## src/common/wb_pkg.sv

```systemverilog
package wb_pkg;

    parameter int XLEN         = 32;
    parameter int REG_ADDR_W   = 5;
    parameter int PADDR_TAG_W  = 20;
    parameter int EXCP_CODE_W  = 6;
    parameter int PAGE_OFS_W   = 12;
    parameter int VPN_W        = XLEN - PAGE_OFS_W;
    parameter int COMMIT_CNT_W = 32;

    typedef enum logic [7:0] {
        NOP     = 8'h00,
        ALU_OP  = 8'h01,
        LD_B    = 8'h10,
        LD_BU   = 8'h11,
        LD_H    = 8'h12,
        LD_HU   = 8'h13,
        LD_W    = 8'h14,
        LL      = 8'h15,
        ST_B    = 8'h20,
        ST_H    = 8'h21,
        ST_W    = 8'h22,
        SC      = 8'h23,
        RDCNTVL = 8'h30,
        RDCNTVH = 8'h31,
        RDCNTID = 8'h32
    } alu_op_e;

    // Virtual address, raw or split at the page boundary
    typedef union packed {
        logic [XLEN-1:0] word;
        struct packed {
            logic [VPN_W-1:0]      vpn;
            logic [PAGE_OFS_W-1:0] offset;
        } page;
    } mem_vaddr_u;

endpackage

```

## src/source/mem_access_classify.sv

```systemverilog
`timescale 1ns/1ns

module mem_access_classify
    import wb_pkg::*;
(
    input  alu_op_e op_i,
    input  logic    llbit_i,
    output logic    load_o,
    output logic    store_o,
    output logic    is_cnt_o,
    output logic    sc_attempt_o
);

    logic plain_store;

    always_comb begin
        load_o = op_i inside {LD_B, LD_BU, LD_H, LD_HU, LD_W, LL};
    end

    always_comb begin
        plain_store = op_i inside {ST_B, ST_H, ST_W};
    end

    // A failed SC writes nothing to memory
    always_comb begin
        store_o = plain_store || (sc_attempt_o && llbit_i);
    end

    always_comb begin
        is_cnt_o = op_i inside {RDCNTVL, RDCNTVH, RDCNTID};
    end

    always_comb begin
        sc_attempt_o = (op_i == SC);
    end

endmodule

```

## src/source/llbit_track.sv

```systemverilog
`timescale 1ns/1ns

module llbit_track
    import wb_pkg::*;
(
    input  logic    clk,
    input  logic    rst_n_i,
    input  logic    commit_valid_i,
    input  alu_op_e commit_op_i,
    input  logic    csr_llbit_we_i,
    input  logic    csr_llbit_value_i,
    output logic    llbit_o
);

    logic commit_ll;
    logic commit_sc;

    assign commit_ll = commit_valid_i && (commit_op_i == LL);
    assign commit_sc = commit_valid_i && (commit_op_i == SC);

    // CSR write wins over the committed op
    always_ff @(posedge clk or negedge rst_n_i) begin
        if (!rst_n_i) begin
            llbit_o <= 1'b0;
        end else if (csr_llbit_we_i) begin
            llbit_o <= csr_llbit_value_i;
        end else if (commit_ll) begin
            llbit_o <= 1'b1;
        end else if (commit_sc) begin
            llbit_o <= 1'b0;
        end
    end

    a_ll_sets_bit: assert property (
        @(posedge clk) disable iff (!rst_n_i)
        (commit_ll && !csr_llbit_we_i) |=> llbit_o
    ) else $error("committed LL did not set the link bit");

endmodule

```

## src/writeback/wb_stage.sv

```systemverilog
`timescale 1ns/1ns

module wb_stage
    import wb_pkg::*;
#(
    parameter int FTQ_DEPTH = 8
) (
    input  logic                          clk,
    input  logic                          rst_n_i,
    input  logic                          stall_i,
    input  logic                          flush_i,

    input  logic                          valid_i,
    input  logic [XLEN-1:0]               pc_i,
    input  logic [31:0]                   instr_i,
    input  alu_op_e                       op_i,
    input  logic                          reg_we_i,
    input  logic [REG_ADDR_W-1:0]         reg_addr_i,
    input  logic [XLEN-1:0]               reg_data_i,
    input  mem_vaddr_u                    load_vaddr_i,
    input  mem_vaddr_u                    store_vaddr_i,
    input  logic [XLEN-1:0]               store_data_i,
    input  logic [PADDR_TAG_W-1:0]        tag_i,
    input  logic                          excp_i,
    input  logic [EXCP_CODE_W-1:0]        excp_code_i,
    input  logic                          need_refetch_i,
    input  logic [$clog2(FTQ_DEPTH)-1:0]  ftq_id_i,
    input  logic                          is_load_i,
    input  logic                          is_store_i,
    input  logic                          is_cnt_i,

    output logic                          wb_valid_o,
    output logic [XLEN-1:0]               wb_pc_o,
    output logic [31:0]                   wb_instr_o,
    output alu_op_e                       wb_op_o,
    output logic                          wb_we_o,
    output logic [REG_ADDR_W-1:0]         wb_addr_o,
    output logic [XLEN-1:0]               wb_data_o,
    output mem_vaddr_u                    wb_load_vaddr_o,
    output mem_vaddr_u                    wb_store_vaddr_o,
    output logic [XLEN-1:0]               wb_store_data_o,
    output logic [PADDR_TAG_W-1:0]        wb_tag_o,
    output logic                          wb_excp_o,
    output logic [EXCP_CODE_W-1:0]        wb_excp_code_o,
    output logic                          wb_refetch_o,
    output logic [$clog2(FTQ_DEPTH)-1:0]  wb_ftq_id_o,
    output logic                          wb_ld_en_o,
    output logic                          wb_st_en_o,
    output logic                          wb_is_cnt_o,

    output logic                          forward_we_o,
    output logic [REG_ADDR_W-1:0]         forward_addr_o,
    output logic [XLEN-1:0]               forward_data_o,
    output logic                          dcache_flush_o,
    output logic [XLEN-1:0]               dcache_flush_pc_o
);

    logic bubble;
    logic take;

    assign bubble = flush_i || stall_i;
    assign take   = valid_i && !bubble;

    // Dispatch sees the write-back triple before it is registered
    assign forward_we_o   = reg_we_i;
    assign forward_addr_o = reg_addr_i;
    assign forward_data_o = reg_data_i;

    assign dcache_flush_o    = excp_i && valid_i;
    assign dcache_flush_pc_o = pc_i;

    always_ff @(posedge clk or negedge rst_n_i) begin
        if (!rst_n_i) begin
            wb_valid_o   <= 1'b0;
            wb_we_o      <= 1'b0;
            wb_excp_o    <= 1'b0;
            wb_refetch_o <= 1'b0;
            wb_ld_en_o   <= 1'b0;
            wb_st_en_o   <= 1'b0;
            wb_is_cnt_o  <= 1'b0;
        end else begin
            wb_valid_o   <= take;
            // Excepting instruction never reaches the register file
            wb_we_o      <= take && reg_we_i && !excp_i;
            wb_excp_o    <= take && excp_i;
            wb_refetch_o <= take && need_refetch_i;
            wb_ld_en_o   <= take && is_load_i;
            wb_st_en_o   <= take && is_store_i;
            wb_is_cnt_o  <= take && is_cnt_i;
        end
    end

    always_ff @(posedge clk) begin
        if (!bubble) begin
            wb_pc_o          <= pc_i;
            wb_instr_o       <= instr_i;
            wb_op_o          <= op_i;
            wb_addr_o        <= reg_addr_i;
            wb_data_o        <= reg_data_i;
            wb_load_vaddr_o  <= load_vaddr_i;
            wb_store_vaddr_o <= store_vaddr_i;
            wb_store_data_o  <= store_data_i;
            wb_tag_o         <= tag_i;
            wb_excp_code_o   <= excp_code_i;
            wb_ftq_id_o      <= ftq_id_i;
        end
    end

    a_bubble_on_hold: assert property (
        @(posedge clk) disable iff (!rst_n_i)
        (flush_i || stall_i) |=> !wb_valid_o
    ) else $error("flush or stall did not leave a bubble in writeback");

endmodule

```

## src/writeback/commit_trace.sv

```systemverilog
`timescale 1ns/1ns

module commit_trace
    import wb_pkg::*;
(
    input  logic                     clk,
    input  logic                     rst_n_i,
    input  logic                     wb_valid_i,
    input  logic [XLEN-1:0]          wb_pc_i,
    input  logic [31:0]              wb_instr_i,
    input  alu_op_e                  wb_op_i,
    input  mem_vaddr_u               wb_load_vaddr_i,
    input  mem_vaddr_u               wb_store_vaddr_i,
    input  logic [XLEN-1:0]          wb_store_data_i,
    input  logic [PADDR_TAG_W-1:0]   wb_tag_i,
    input  logic                     wb_excp_i,
    input  logic [EXCP_CODE_W-1:0]   wb_excp_code_i,
    input  logic                     wb_refetch_i,
    input  logic                     wb_ld_en_i,
    input  logic                     wb_st_en_i,
    input  logic                     wb_is_cnt_i,

    output logic                     commit_valid_o,
    output logic [XLEN-1:0]          commit_pc_o,
    output logic [31:0]              commit_instr_o,
    output logic                     commit_ld_en_o,
    output logic                     commit_st_en_o,
    output logic [XLEN-1:0]          commit_ld_paddr_o,
    output logic [XLEN-1:0]          commit_st_paddr_o,
    output logic [XLEN-1:0]          commit_st_data_o,
    output logic                     commit_is_cnt_o,
    output logic                     commit_excp_o,
    output logic [EXCP_CODE_W-1:0]   commit_excp_code_o,
    output logic                     commit_refetch_o,
    output logic [COMMIT_CNT_W-1:0]  commit_count_o
);

    logic retire;

    assign retire = wb_valid_i && !wb_excp_i;

    assign commit_valid_o     = wb_valid_i;
    assign commit_pc_o        = wb_pc_i;
    assign commit_instr_o     = wb_instr_i;
    assign commit_is_cnt_o    = wb_is_cnt_i;
    assign commit_excp_o      = wb_excp_i;
    assign commit_excp_code_o = wb_excp_code_i;
    assign commit_refetch_o   = wb_refetch_i;

    assign commit_ld_en_o = retire && wb_ld_en_i;
    assign commit_st_en_o = retire && wb_st_en_i;

    // Translation tag above the untranslated page offset
    assign commit_ld_paddr_o = {wb_tag_i, wb_load_vaddr_i.page.offset};
    assign commit_st_paddr_o = {wb_tag_i, wb_store_vaddr_i.page.offset};

    // Only the bytes the store actually writes
    always_comb begin
        case (wb_op_i)
            ST_B:    commit_st_data_o = {{(XLEN-8){1'b0}}, wb_store_data_i[7:0]};
            ST_H:    commit_st_data_o = {{(XLEN-16){1'b0}}, wb_store_data_i[15:0]};
            default: commit_st_data_o = wb_store_data_i;
        endcase
    end

    always_ff @(posedge clk or negedge rst_n_i) begin
        if (!rst_n_i) begin
            commit_count_o <= '0;
        end else if (retire) begin
            commit_count_o <= commit_count_o + 1'b1;
        end
    end

endmodule

```

## src/source/arch_regfile.sv

```systemverilog
`timescale 1ns/1ns

module arch_regfile
    import wb_pkg::*;
(
    input  logic                  clk,
    input  logic                  rst_n_i,
    input  logic                  we_i,
    input  logic [REG_ADDR_W-1:0] waddr_i,
    input  logic [XLEN-1:0]       wdata_i,
    input  logic [REG_ADDR_W-1:0] raddr_i,
    output logic [XLEN-1:0]       rdata_o
);

    logic [XLEN-1:0] regs [0:(1<<REG_ADDR_W)-1];

    always_ff @(posedge clk or negedge rst_n_i) begin
        if (!rst_n_i) begin
            for (int i = 0; i < (1 << REG_ADDR_W); i++) begin
                regs[i] <= '0;
            end
        end else if (we_i && (waddr_i != '0)) begin
            regs[waddr_i] <= wdata_i;
        end
    end

    // r0 reads as zero
    assign rdata_o = (raddr_i == '0) ? '0 : regs[raddr_i];

endmodule

```

## src/source/wb_top.sv

```systemverilog
`timescale 1ns/1ns

module wb_top
    import wb_pkg::*;
#(
    parameter int FTQ_DEPTH = 8
) (
    input  logic                          clk,
    input  logic                          rst_n_i,
    input  logic                          stall_i,
    input  logic                          flush_i,
    input  logic                          valid_i,
    input  logic [XLEN-1:0]               pc_i,
    input  logic [31:0]                   instr_i,
    input  alu_op_e                       op_i,
    input  logic                          reg_we_i,
    input  logic [REG_ADDR_W-1:0]         reg_addr_i,
    input  logic [XLEN-1:0]               reg_data_i,
    input  mem_vaddr_u                    load_vaddr_i,
    input  mem_vaddr_u                    store_vaddr_i,
    input  logic [XLEN-1:0]               store_data_i,
    input  logic [PADDR_TAG_W-1:0]        tag_i,
    input  logic                          excp_i,
    input  logic [EXCP_CODE_W-1:0]        excp_code_i,
    input  logic                          need_refetch_i,
    input  logic [$clog2(FTQ_DEPTH)-1:0]  ftq_id_i,
    input  logic                          csr_llbit_we_i,
    input  logic                          csr_llbit_value_i,
    input  logic [REG_ADDR_W-1:0]         rf_raddr_i,

    output logic                          forward_we_o,
    output logic [REG_ADDR_W-1:0]         forward_addr_o,
    output logic [XLEN-1:0]               forward_data_o,
    output logic                          dcache_flush_o,
    output logic [XLEN-1:0]               dcache_flush_pc_o,
    output logic                          commit_valid_o,
    output logic [XLEN-1:0]               commit_pc_o,
    output logic [31:0]                   commit_instr_o,
    output logic                          commit_ld_en_o,
    output logic                          commit_st_en_o,
    output logic [XLEN-1:0]               commit_ld_paddr_o,
    output logic [XLEN-1:0]               commit_st_paddr_o,
    output logic [XLEN-1:0]               commit_st_data_o,
    output logic                          commit_is_cnt_o,
    output logic                          commit_excp_o,
    output logic [EXCP_CODE_W-1:0]        commit_excp_code_o,
    output logic                          commit_refetch_o,
    output logic [COMMIT_CNT_W-1:0]       commit_count_o,
    output logic [$clog2(FTQ_DEPTH)-1:0]  wb_ftq_id_o,
    output logic                          llbit_o,
    output logic [XLEN-1:0]               rf_rdata_o
);

    logic                   is_load;
    logic                   is_store;
    logic                   is_cnt;
    logic                   wb_valid;
    logic [XLEN-1:0]        wb_pc;
    logic [31:0]            wb_instr;
    alu_op_e                wb_op;
    logic                   wb_we;
    logic [REG_ADDR_W-1:0]  wb_addr;
    logic [XLEN-1:0]        wb_data;
    mem_vaddr_u             wb_load_vaddr;
    mem_vaddr_u             wb_store_vaddr;
    logic [XLEN-1:0]        wb_store_data;
    logic [PADDR_TAG_W-1:0] wb_tag;
    logic                   wb_excp;
    logic [EXCP_CODE_W-1:0] wb_excp_code;
    logic                   wb_refetch;
    logic                   wb_ld_en;
    logic                   wb_st_en;
    logic                   wb_is_cnt;

    mem_access_classify u_classify (
        .op_i         (op_i),
        .llbit_i      (llbit_o),
        .load_o       (is_load),
        .store_o      (is_store),
        .is_cnt_o     (is_cnt),
        .sc_attempt_o ()
    );

    wb_stage #(
        .FTQ_DEPTH (FTQ_DEPTH)
    ) u_wb_stage (
        .clk               (clk),
        .rst_n_i           (rst_n_i),
        .stall_i           (stall_i),
        .flush_i           (flush_i),
        .valid_i           (valid_i),
        .pc_i              (pc_i),
        .instr_i           (instr_i),
        .op_i              (op_i),
        .reg_we_i          (reg_we_i),
        .reg_addr_i        (reg_addr_i),
        .reg_data_i        (reg_data_i),
        .load_vaddr_i      (load_vaddr_i),
        .store_vaddr_i     (store_vaddr_i),
        .store_data_i      (store_data_i),
        .tag_i             (tag_i),
        .excp_i            (excp_i),
        .excp_code_i       (excp_code_i),
        .need_refetch_i    (need_refetch_i),
        .ftq_id_i          (ftq_id_i),
        .is_load_i         (is_load),
        .is_store_i        (is_store),
        .is_cnt_i          (is_cnt),
        .wb_valid_o        (wb_valid),
        .wb_pc_o           (wb_pc),
        .wb_instr_o        (wb_instr),
        .wb_op_o           (wb_op),
        .wb_we_o           (wb_we),
        .wb_addr_o         (wb_addr),
        .wb_data_o         (wb_data),
        .wb_load_vaddr_o   (wb_load_vaddr),
        .wb_store_vaddr_o  (wb_store_vaddr),
        .wb_store_data_o   (wb_store_data),
        .wb_tag_o          (wb_tag),
        .wb_excp_o         (wb_excp),
        .wb_excp_code_o    (wb_excp_code),
        .wb_refetch_o      (wb_refetch),
        .wb_ftq_id_o       (wb_ftq_id_o),
        .wb_ld_en_o        (wb_ld_en),
        .wb_st_en_o        (wb_st_en),
        .wb_is_cnt_o       (wb_is_cnt),
        .forward_we_o      (forward_we_o),
        .forward_addr_o    (forward_addr_o),
        .forward_data_o    (forward_data_o),
        .dcache_flush_o    (dcache_flush_o),
        .dcache_flush_pc_o (dcache_flush_pc_o)
    );

    commit_trace u_commit_trace (
        .clk                (clk),
        .rst_n_i            (rst_n_i),
        .wb_valid_i         (wb_valid),
        .wb_pc_i            (wb_pc),
        .wb_instr_i         (wb_instr),
        .wb_op_i            (wb_op),
        .wb_load_vaddr_i    (wb_load_vaddr),
        .wb_store_vaddr_i   (wb_store_vaddr),
        .wb_store_data_i    (wb_store_data),
        .wb_tag_i           (wb_tag),
        .wb_excp_i          (wb_excp),
        .wb_excp_code_i     (wb_excp_code),
        .wb_refetch_i       (wb_refetch),
        .wb_ld_en_i         (wb_ld_en),
        .wb_st_en_i         (wb_st_en),
        .wb_is_cnt_i        (wb_is_cnt),
        .commit_valid_o     (commit_valid_o),
        .commit_pc_o        (commit_pc_o),
        .commit_instr_o     (commit_instr_o),
        .commit_ld_en_o     (commit_ld_en_o),
        .commit_st_en_o     (commit_st_en_o),
        .commit_ld_paddr_o  (commit_ld_paddr_o),
        .commit_st_paddr_o  (commit_st_paddr_o),
        .commit_st_data_o   (commit_st_data_o),
        .commit_is_cnt_o    (commit_is_cnt_o),
        .commit_excp_o      (commit_excp_o),
        .commit_excp_code_o (commit_excp_code_o),
        .commit_refetch_o   (commit_refetch_o),
        .commit_count_o     (commit_count_o)
    );

    llbit_track u_llbit (
        .clk               (clk),
        .rst_n_i           (rst_n_i),
        .commit_valid_i    (commit_valid_o),
        .commit_op_i       (wb_op),
        .csr_llbit_we_i    (csr_llbit_we_i),
        .csr_llbit_value_i (csr_llbit_value_i),
        .llbit_o           (llbit_o)
    );

    arch_regfile u_regfile (
        .clk     (clk),
        .rst_n_i (rst_n_i),
        .we_i    (wb_we),
        .waddr_i (wb_addr),
        .wdata_i (wb_data),
        .raddr_i (rf_raddr_i),
        .rdata_o (rf_rdata_o)
    );

endmodule

```

## config.mk

```make
export PLATFORM = sky130hd
export DESIGN_NAME = wb_top
export DESIGN_NICKNAME = d
export VERILOG_FILES = /design/src/common/wb_pkg.sv /design/src/source/mem_access_classify.sv /design/src/source/llbit_track.sv /design/src/writeback/wb_stage.sv /design/src/writeback/commit_trace.sv /design/src/source/arch_regfile.sv /design/src/source/wb_top.sv
export SDC_FILE = /design/constraint.sdc
export NUM_CORES = 2
export LEC_CHECK = 0
export BUFFER_PORTS_ARGS = -buffer_cell sky130_fd_sc_hd__buf_4
export CORE_UTILIZATION = 32
export DETAILED_ROUTE_END_ITERATION = 6
export PLACE_DENSITY = 0.47
export SETUP_SLACK_MARGIN = 0.1
export SYNTH_ARGS = -nofsm -noshare
export SYNTH_HDL_FRONTEND = slang
export SYNTH_SLANG_ARGS = --single-unit
```

## constraint.sdc

```tcl
create_clock -name clk -period 2.5 [get_ports clk]
set_input_delay 0.5 -clock clk [delete_from_list [all_inputs] [get_ports clk]]
set_output_delay 0.5 -clock clk [all_outputs]
set_load 0.03 [all_outputs]
```

======== Yosys cells after proc, flatten, opt, wreduce, memory -nomap -nowiden ========
Index checks and enable logic that the tools add are counted.
operators by class
  add/subtract/negate cells ............... 1
  equality and inequality tests ........... 17
  multiplexer cells ....................... 11
  bitwise operators ....................... 2
  reduce and logical (&&, ||, !) cells .... 28
  order comparisons ....................... 3
operators by type and width
  kind                   number
  $bwmux 1024            1
  $bmux 32 s5            1
  $demux 32 s5           1
  $mux 32                4
  $eq 8x6->1 const B     10
  $pmux 32 s2            1
  $eq 8x5->1 const B     7
  $add 32x1->32 const B  1
  $logic_and 1x1->1      17
  $ge 6x6->1 const B     2
  $not 5->6              2
  $reduce_bool 3->1      3
  $lt 6x1->1 const B     1
  $reduce_bool 6->1      1
  $logic_not 5->1        1
  $reduce_bool 5->1      1
  $logic_not 1->1        3
  $mux 1                 3
  $logic_or 1x1->1       2
storage, ports and cells
  output and inout port bits .............. 311
  register bits after elaboration ......... 1258

======== Logic depth before layout (Yosys ltp) ========
  depth in word-level cells ............... 6
  mapped depth ............................ 7
  mapped depth without buffers ............ 5

======== Modules after synthesis ========
Synthesis repeated with hierarchy kept, for this count alone.
second synthesis, totals
  cell total of the unflattened synthesis .. 3603
  area, all modules ....................... 57315.0 µm²
modules (own cells, without submodules)
  module               times used  cells each  area an instance (µm²)
  arch_regfile         1           2949        46430.8
  wb_stage             1           320         7802.5
  commit_trace         1           315         2891.5
  llbit_track          1           9           96.3
  mem_access_classify  1           10          93.8

======== Least setup slack after synthesis ========
No wires, ideal clock.
  path type ............................... input-to-reg
  start point ............................. input flush_i
  end point ............................... register u_wb_stage.wb_ld_en_o
  stages on the path ...................... 4
  buffers on the path ..................... 0
  data required time ...................... 2.375 ns
  setup time .............................. 0.125 ns
  slack ................................... -7.332 ns
  arrival time ............................ 9.706 ns
  path through ............................ nor2_1 > and2_1 > nand2_1 > a2111oi_0
between the ends
  word-level cells in the longest chain between the ends .. 4
RTL lines
  item                    line            text
  start: declaration      wb_top.sv:11    input logic flush_i,
  $logic_or 1x1->1        wb_stage.sv:61  assign bubble = flush_i || stall_i;
  $logic_not 1->1         wb_stage.sv:62  assign take = valid_i && !bubble;
  $logic_and 1x1->1       wb_stage.sv:62
  via u_wb_stage.take     wb_stage.sv:59  logic take;
  $logic_and 1x1->1       wb_stage.sv:87  wb_ld_en_o <= take && is_load_i;
  end signal: assignment  wb_stage.sv:87
  end: declaration        wb_stage.sv:47  output logic wb_ld_en_o,
The timed path passes the listed nets, and every way through them passes these cells.
A chain may end at the register's enable or synchronous reset.

======== Final worst setup path ========
  start point ............................. register u_regfile.regs[528] (netlist bit)
  end point ............................... output rf_rdata_o[16]
between the ends
  word-level cells in the longest chain between the ends .. 4
RTL lines
  item                                        line                text
  start: declaration                          arch_regfile.sv:15  logic [XLEN-1:0] regs [0:(1<<REG_ADDR_W)-1];
  start signal: indexed assignment            arch_regfile.sv:23  regs[waddr_i] <= wdata_i;
  $bmux 32 s5                                 arch_regfile.sv:28  assign rdata_o = (raddr_i == '0) ? '0 : regs[raddr_i];
  $mux 32 (not written as such) (2 in a row)  arch_regfile.sv:28
  $mux 32                                     arch_regfile.sv:28
  end: declaration                            wb_top.sv:51        output logic [XLEN-1:0] rf_rdata_o
Every way passes these cells. The select of a mux whose other input is x is not followed.

==> summary.txt <==
Run status
  • Status: finished, violations left
  • Failing checks: setup timing

Placement
  • Final RePlAce weighted congestion: 0.803
  • Final HPWL DP: 109000 µm
  • Port bufs: 519
  • Worst Setup Slack post-DPL: -0.566 ns

Worst setup path
  • Slowest stage delay, CP: 0.46 ns
  • Crit-path cells: mux4_2, mux2_4, o21ai_4, a311oi_4, buf_4, buf_6
  • CP max FO: 2
  • Critical path arrival: 2.51 ns
  • Crit end category: primary output
  • Critical Path Source Type: flip-flop
  • Crit path max-delay cell type: mux4_2
  • Worst Setup SP: u_regfile.regs[528]$_DFFE_PN0P_
  • Worst Path Required: 2.00 ns
  • Crit Reg-Reg Startpoint: u_wb_stage.wb_we_o$_DFF_PN0_
  • R2R depth: 5
  • Crit Path Class: reg2out

Drt
  • Initial DRT Pass Iterations: 5
  • Residual DRC count: 0
  • Final antenna-violating net count: 0
  • Via density: 5.02
  • Initial DRC count: 1763
  • Routed WL: 174000 µm
  • DR WL/cell: 26.5 µm
  • DR vias: 32920

Timing
  • RSZ-0062 raised after global routing: yes
  • Final setup violation count: 56
  • Min Tclk post-route: 3.01 ns
  • TNS Setup: -16.90 ns
  • Worst-Margin Slew: 1.10 ns
  • Fin Clk Skew: 0.0369 ns
  • Hold WS: 0.210 ns
  • Max-slew violation count: 0
  • Fmax: 332 MHz
  • Period utilization: 120%
  • Fin. Hold Viols: 0
  • Final setup margin: -0.509 ns
  • Worst relative slew slack: 26.9%

Global routing
  • Total GRT Usage: 20.1%
  • Grt total ovfl: 0
  • Largest net degree at the start of global routing: 104
  • Initial antenna violation count: 2
  • Vias in the first global route: 35329
  • First-pass GRT wire length: 256000 µm

Flow run
  • MaxCap Viol Count: 0

Power
  • Peak supply drop: 0.000681 V
  • Tot Pwr: 49.4 mW
  • P_leak: 33.7 nW
  • Cell area power density: 684 mW/mm²

Cells and area
  • Final-layout fill cell count: 15315
  • Final net count: 4469
  • Area Growth Syn to Fin: 31.3%
  • Most frequent cells in the layout: 1064 x dfrtp_1, 998 x mux2_2, 675 x buf_4, 218 x mux4_2, 206 x dlygate4sd3_1
  • Area occupied by multi-input gates: 0.0217 mm²
  • Register Area: 0.0325 mm²
  • Share of layout cells above drive strength 1: 57.8%
  • Most common cell after layout, fill and taps aside: dfrtp_1

Floorplanning
  • Initial Util: 32.4%
  • Core Region: 0.170 mm²
  • Die H: 417 µm
  • Full die area: 0.174 mm²
  • IO Pins: 560
  • Die width: 417 µm
  • Row Count: 151

Synth
  • Avg Cell Area, Syn: 16.0 µm²
  • Syn_nets: 3684
  • #FFs+latches synth: 1258
  • Seq/Total Area, Yosys: 59.0%
  • Ys flop type: dfrtp_1
  • Synth unique cells: 51
  • Area leader, netlist: dfrtp_1
  • Post-synth EDFFs: 194
  • Warnings, synthesis: 0
  • Asr flop ratio synth: 84.6%
  • Post-synth top area share: 48.4%
  • Mapped Area: 0.0550 mm²
  • Area contributors post-synth: dfrtp_1 48%, mux2_2 21%, edfxtp_1 11%
  • Synthesized instance count: 3434

Clocking
  • CTS tree: built
  • Clk slew on worst S/H paths: 0.06 ns
  • Clock Path Buffers: 3
  • Sink Count: 1258
  • Clk_lat worst skew: 0.79 ns
  • Total CTS buffers: 151
  • Root Buffer: clkbuf_16
  • H-tree lvl count: 4

Hold path
  • Worst hold path type: in2reg
  • HP Start: flush_i
  • Hold depth: 3
[through the flow]
stage / cells / util (%) / area (µm²)
after floorplan: 3434 / - / 55800
after global placement: 6071 / 37.8 / 64200
after detailed placement: 6071 / 37.8 / 64200
after CTS: 6558 / 42.3 / 71900
after global routing: 6562 / 42.5 / 72300
final: 6564 / 42.5 / 72300
[synthesized netlist by cell type (13+ instances only)]
cell	instances
edfxtp_1	194
nand4_1	13
clkbuf_1	164
buf_4	158
buf_2	84
o21ai_1	18
buf_6	19
o21ai_0	39
nor2_1	23
dfrtp_1	1064
mux4_2	208
a221oi_1	24
nand2_1	45
nand3_1	13
mux2_2	1016
xnor2_1	21
mux4_1	16
mux2i_1	64
a22oi_1	32
nor2b_1	59
a311oi_1	32
a211oi_1	32
[layout make-up]
class                           instances  area share [%]
Antenna cell                            3          0.0104
Clock buffer                          225            6.13
Clock inverter                         52           0.909
Inverter                                2          0.0139
Multi-Input combinational cell       1749            30.0
Sequential cell                      1258            44.9
Tap cell                             2218            3.84
Timing Repair Buffer                 1057            14.2
[kinds of logic after synthesis]
family | Yosys count | share of synthesized area [%]
mux | 1313 | 31.4
flops | 1258 | 59.0
buf+inv | 427 | 4.44
simple gates | 216 | 2.21
compound gates | 188 | 2.45
xor+xnor | 31 | 0.493
fa+ha+maj | 1 | 0.0227
[power by group]
group | total, mW | leakage (nW) | switching [mW] | internal, mW
clock | 22.5 | 2.50 | 9.37 | 13.1
combinational | 4.77 | 14.6 | 2.54 | 2.22
sequential | 22.1 | 16.6 | 0.567 | 21.6
[worst max-delay path: cells and delay by family, from the launching register on]
kind / cells / cell delay [ns]
mux: 2 / 0.75
flops: 1 / 0.38
buf+inv: 2 / 0.34
compound gates: 2 / 0.23
[repair_timing]
item | 4_1_cts | 5_1_grt
setup buffers | 3 | 3
gates cloned | 1 | 0
pin swaps | 28 | 23
endpoints found under the hold margin | 362 | 0
endpoints found under the setup margin | 58 | 81
resized for setup | 114 | 91
hold buffers | 206 | 0
[sequential cells by signal, indices dropped and copies added, names as in the netlist, 20 cells and up]
| register | cells |
|---|---|
| u_wb_stage.wb_store_data_o | 32 |
| u_commit_trace.commit_count_o | 32 |
| u_wb_stage.wb_instr_o | 32 |
| u_wb_stage.wb_data_o | 32 |
| u_wb_stage.wb_pc_o | 32 |
| u_wb_stage.wb_tag_o | 20 |
| u_regfile.regs | 1024 |
[routing by layer]
metal  wire, µm  GRT usage (%)  up-vias  part of all wire (%)
li1           -              -    14303                     -
met1      82100           28.7    17865                    47
met4       3290           4.68        2                   1.9
met3       5420           2.88      201                   3.1
met5         12              0        -                0.0069
met2      82800           32.3      549                    48
[final timing paths]
| check | endpoint | slack (ns) |
|---|---|---|
| max | rf_rdata_o[16] | -0.51 |
| max reg2reg | u_regfile.regs[679]$_DFFE_PN0P_ | 0.15 |
| max in group asynchronous | u_regfile.regs[906]$_DFFE_PN0P_ | 1.31 |
| min reg2reg | u_regfile.regs[1020]$_DFFE_PN0P_ | 0.37 |
| min | u_wb_stage.wb_load_vaddr_o[0]$_DFFE_PN_ | 0.21 |
| min in group asynchronous | u_regfile.regs[50]$_DFFE_PN0P_ | 0.22 |
No activity file was read; power rests on OpenSTA's default activity.
